==> config.mk <==
export PLATFORM = sky130hd
export DESIGN_NAME = wb_slave_router
export DESIGN_NICKNAME = d
export VERILOG_FILES = /design/src/design/ceres_bus_pkg.sv /design/src/design/wb_slave_router.sv
export VERILOG_INCLUDE_DIRS = /design/src /design/src/design
export SDC_FILE = /design/constraint.sdc
export NUM_CORES = 1
export LEC_CHECK = 0
export ABC_CLOCK_PERIOD_IN_PS = 2500
export BUFFER_PORTS_ARGS = -buffer_cell sky130_fd_sc_hd__buf_2
export CORE_AREA = 2 2 54 56
export CTS_BUF_LIST = sky130_fd_sc_hd__clkbuf_8 sky130_fd_sc_hd__clkbuf_16
export DETAILED_ROUTE_END_ITERATION = 10
export DIE_AREA = 0 0 56 58
export MAX_ROUTING_LAYER = met4
export PLACE_DENSITY = 0.91
export SLEW_MARGIN = 15
export SYNTH_ARGS = -nofsm -noshare
export SYNTH_HDL_FRONTEND = slang
export SYNTH_SLANG_ARGS = --single-unit
==> constraint.sdc <==
create_clock -name clk_i -period 2.5 [get_ports clk_i]
set_input_delay 0.125 -clock clk_i [delete_from_list [all_inputs] [get_ports clk_i]]
set_output_delay 0.125 -clock clk_i [all_outputs]
set_load 0.05 [all_outputs]
==> src/design/ceres_config.svh <==
// RAM depth, read latency, cache-line width and address-region defines
`ifndef CERES_CONFIG_SVH
`define CERES_CONFIG_SVH

// ==================================================
// RAM geometry
// ==================================================
// Depth in 32-bit words
`define CERES_RAM_WORDS 256
// Cycles from first read strobe to ack, at least 2
`define CERES_RAM_LATENCY 4
// One line holds four words
`define CERES_LINE_W 128

// ==================================================
// Address map, bits 31:28
// ==================================================
// Main RAM at 0x8000_0000
`define CERES_RAM_REGION 4'h8
// GPIO block at 0x2000_0000
`define CERES_GPIO_REGION 4'h2

`endif

==> src/design/ceres_bus_pkg.sv <==
// Wishbone-side types: cycle type identifier and slave select code
package ceres_bus_pkg;

  // Wishbone B4 cycle type identifier
  // Only the codes this bus uses
  typedef enum logic [2:0] {
    CTI_CLASSIC = 3'b000,
    // Incrementing burst, more beats follow
    CTI_INCR    = 3'b010,
    // Last beat of a burst
    CTI_EOB     = 3'b111
  } wb_cti_e;

  // Slave picked by the address decoder
  // Code also shown on the status LEDs
  typedef enum logic [1:0] {
    SEL_NONE = 2'd0,
    SEL_RAM  = 2'd1,
    SEL_GPIO = 2'd2
  } slave_sel_e;

endpackage

==> src/design/wb_slave_router.sv <==
// Wishbone region decoder, strobe gating, response mux and status LED register
`timescale 1ns/1ps
`include "ceres_config.svh"

module wb_slave_router
  import ceres_bus_pkg::*;
(
  input  logic        clk_i,
  input  logic        rst_ni,
  input  logic        cyc_i,
  input  logic        stb_i,
  input  logic [31:0] adr_i,
  input  logic        ram_ack_i,
  input  logic [31:0] ram_rdata_i,
  input  logic        gpio_ack_i,
  input  logic [31:0] gpio_rdata_i,
  input  logic        burst_active_i,
  output logic        ram_stb_o,
  output logic        gpio_stb_o,
  output logic        ack_o,
  output logic [31:0] rdata_o,
  output logic [3:0]  status_led_o
);

  logic       req;
  slave_sel_e sel;
  slave_sel_e last_sel_q;
  logic       burst_q;

  // Live request
  assign req = cyc_i && stb_i;

  // Region decode on the top nibble
  always_comb begin
    unique case (adr_i[31:28])
      `CERES_RAM_REGION:  sel = SEL_RAM;
      `CERES_GPIO_REGION: sel = SEL_GPIO;
      default:            sel = SEL_NONE;
    endcase
  end

  assign ram_stb_o  = req && (sel == SEL_RAM);
  assign gpio_stb_o = req && (sel == SEL_GPIO);

  // Unmapped requests ack at once with zero data
  always_comb begin
    unique case (sel)
      SEL_RAM: begin
        ack_o   = ram_ack_i;
        rdata_o = ram_rdata_i;
      end
      SEL_GPIO: begin
        ack_o   = gpio_ack_i;
        rdata_o = gpio_rdata_i;
      end
      default: begin
        ack_o   = req;
        rdata_o = '0;
      end
    endcase
  end

  // ==================================================
  // Status LEDs
  // ==================================================
  always_ff @(posedge clk_i or negedge rst_ni) begin
    if (!rst_ni) begin
      last_sel_q <= SEL_NONE;
      burst_q    <= 1'b0;
    end else begin
      burst_q <= burst_active_i;
      // Latch the slave of each completed access
      if (ack_o) begin
        last_sel_q <= sel;
      end
    end
  end

  assign status_led_o = {1'b0, burst_q, last_sel_q};

endmodule
==> impl_metrics.py <==
metrics = {
    "run_status": {
        "status": "complete, no violations",
    },
    "floorplanning": {
        "chipWidth_um": 56,
        "start_util_pct": 24.4,
        "die_y_um": 58,
        "ioPinCount": 142,
        "std_cell_rows": 19,
        "dieArea_sq_mm": 0.00325,
        "core-area_sq_mm": 0.00266,
    },
    "synth": {
        "yosys_warnings": 0,
        "postSynthCellCount": 97,
        "syn_nets": 203,
        "synth.cell_area_sq_um": 649,
        "synth_cell_type_count": 17,
        "synth_sequential_area_ratio_pct": 11.6,
        "syn_area_per_cell_sq_um": 6.69,
        "ys_ff_latch": 3,
    },
    "final_layout": {
        "design_area_sq_mm": 0.00129,
        "syn2layout_area_growth_pct": 99.0,
        "drive_gt1_share_pct": 60.0,
        "multiInputGateArea_sq_um": 490,
        "num-fill-cells": 299,
        "final_cell_mix": "buf_2, nor2_1, a22oi_1, buf_4",
        "antenna_cells": 0,
        "mostFrequentLayoutCell": "buf_2",
        "regArea_sq_um": 75.1,
        "final_util_pct": 48.5,
        "fin_nets": 312,
    },
    "worst_setup_path": {
        "cp_max_fo": 15,
        "ff2ff_setup_slack_ns": 1.73,
        "startpoint_type": "input port",
        "reg2regPathDepth": 1,
        "cp_common_cell": "buf_2",
        "worst_setup_path_end_kind": "output port",
        "crit_chain": "buf_2 > or4b_4 > ha_1 > a221oi_2 > a21oi_2 > buf_2",
        "critPathRequiredTime_ns": 2.38,
        "slowest_stage": "ha_1",
        "r2r_start": "last_sel_q[0]",
        "critPathKind": "input port to output port",
        "cp_slowest_stage_delay_ns": 0.68,
        "worstPathArrival_ns": 2.03,
        "rr_endpoint": "last_sel_q[0]",
    },
    "timing": {
        "setup_viol": 0,
        "worst_slack_ns": 0.344,
        "fmax_mhz": 464,
        "finalCritPeriodShare_pct": 86.2,
        "slew_viol_final": 0,
        "tightest_slew_ns": 0.577,
        "rsz0062_at_grt": "no",
        "clock_skew_ns": 0,
        "hold_viol": 0,
        "finalCriticalPeriod_ns": 2.16,
        "relSlewSlack_pct": 61.6,
        "fin_setup_tns_ns": 0,
        "whs_ns": 0.0287,
    },
    "min_path": {
        "hold_path_end": "burst_q",
        "hp-class": "input port to register",
        "hold_path_depth": 1,
        "hold_start": "burst_active_i",
    },
    "cts": {
        "cts_setup_buffers": 0,
        "clockBufferDepth": 2,
        "cts_tree": "yes",
        "postCtsHoldBufs": 1,
        "cts.reportedPaths.clkPinSlew_ns": 0.03,
        "cts_root_buffer": "clkbuf_8",
        "clock_sinks": 3,
        "insertion_delay_ns": 0.21,
        "ctsResizeCount": 0,
        "htreeDepth": 1,
        "cts_made_buffers": 3,
    },
    "detailed_routing": {
        "route.antenna.remaining_nets": 0,
        "vias": 1138,
        "routedWlPerCell_um": 11.0,
        "topRoutingLayerUsed": "met4",
        "wl_met1_um": 962,
        "viasPerCell": 4.82,
        "drc": 0,
        "dr_wl_met2_um": 1370,
        "first_pass_iters": 4,
        "wl_met3_um": 237,
        "drt-total-wl_um": 2600,
        "drtIter0Drc": 21,
    },
    "power_and_ir_drop": {
        "irDropWorstVdd_mv": 0.264,
        "p_per_area_mw_per_mm2": 252,
        "leakage_uw": 0.000728,
    },
    "placed_design": {
        "placed_area_sq_mm": 0.00124,
        "io_buffers": 112,
        "dp_hpwl_um": 2170,
        "dp_slack_ns": 0.270,
        "routabilityCongestion": 0.721,
    },
    "grt": {
        "grt_max_degree": 27,
        "grt_pass1_vias": 1004,
        "grt_pass1_wl_um": 3930,
        "antenna_found_initial": 0,
        "grt-ovfl-total": 0,
        "grtUsageTotal_pct": 15.4,
    },
    "run": {
        "drv_cap": 0,
    },
}
==> layout make-up <==
| cell class | instances | area share (%) |
|---|---|---|
| Clock inverter | 1 | 0.290 |
| Multi-Input combinational cell | 78 | 37.9 |
| Timing Repair Buffer | 118 | 49.2 |
| Clock buffer | 3 | 3.19 |
| Sequential cell | 3 | 5.81 |
| Tap cell | 31 | 3.00 |
| Inverter | 2 | 0.581 |
==> cell usage after synthesis, drive strengths merged <==
library cell / number / area (sq um)
dfrtp: 3 / 75.1
a221oi: 1 / 15.0
a21oi: 1 / 8.76
a22oi: 32 / 240
buf: 5 / 42.5
clkbuf: 9 / 33.8
or4b: 1 / 13.8
inv: 2 / 7.51
nor2: 33 / 124
mux2: 2 / 22.5
ha: 3 / 37.5
nand2: 1 / 3.75
nor4b: 1 / 8.76
conb: 1 / 3.75
and3: 2 / 12.5
==> report_power, final <==
group	internal, uW	switching [uW]	leakage (uW)
Combinational	65.6	75.8	0.000662
Sequential	50.9	0.729	0.0000393
Clock	104	28.2	0.0000269
Total	221	105	0.000728
==> sequential cells by signal, indices dropped and copies added (netlist names) <==
register	count
burst_q	1
last_sel_q	2
==> worst max-delay path: cells and delay by family <==
kind / cells / cell delay, ns
AOI/OAI and AO/OA: 2 / 0.27
adders and majority gates: 1 / 0.68
buffers and inverters: 2 / 0.39
and+or+nand+nor: 1 / 0.56
==> how the worst max path moves through the flow <==
stage / from / to / slack (ns) / cells past startpoint
2_1_floorplan: adr_i[28] / rdata_o[0] / 0.33 / 7
3_3_place_gp: adr_i[28] / last_sel_q[0] / 0.30 / 6
3_5_place_dp: adr_i[28] / last_sel_q[1] / 0.27 / 6
4_1_cts: adr_i[28] / ack_o / 0.33 / 6
5_1_grt: adr_i[28] / ack_o / 0.26 / 6
6_report: adr_i[28] / ack_o / 0.34 / 6
==> layer usage <==
| metal | GRT usage [%] | up-vias |
|---|---|---|
| met5 | - | - |
| li1 | - | 570 |
| met3 | 2.68 | 2 |
| met1 | 16.7 | 498 |
| met2 | 28.1 | 68 |
| met4 | 5.78 | 0 |
==> through the flow <==
stage,instances,total power (uW)
2_1_floorplan,97,121
3_3_place_gp,231,190
3_5_place_dp,231,193
4_1_cts,236,331
5_1_grt,236,347
6_report,236,325
==> cell families (layout without fill, tap and decap cells) <==
group | count (synthesis) | in the layout | share of synthesized area, %
mux | 2 | 2 | 3.47
flops | 3 | 3 | 11.6
other cells | 1 | 1 | 0.577
buf+inv | 16 | 124 | 12.9
simple gates | 38 | 38 | 25.0
fa+ha+maj | 3 | 3 | 5.78
compound gates | 34 | 34 | 40.7
No activity file was read; power rests on OpenSTA's default activity.
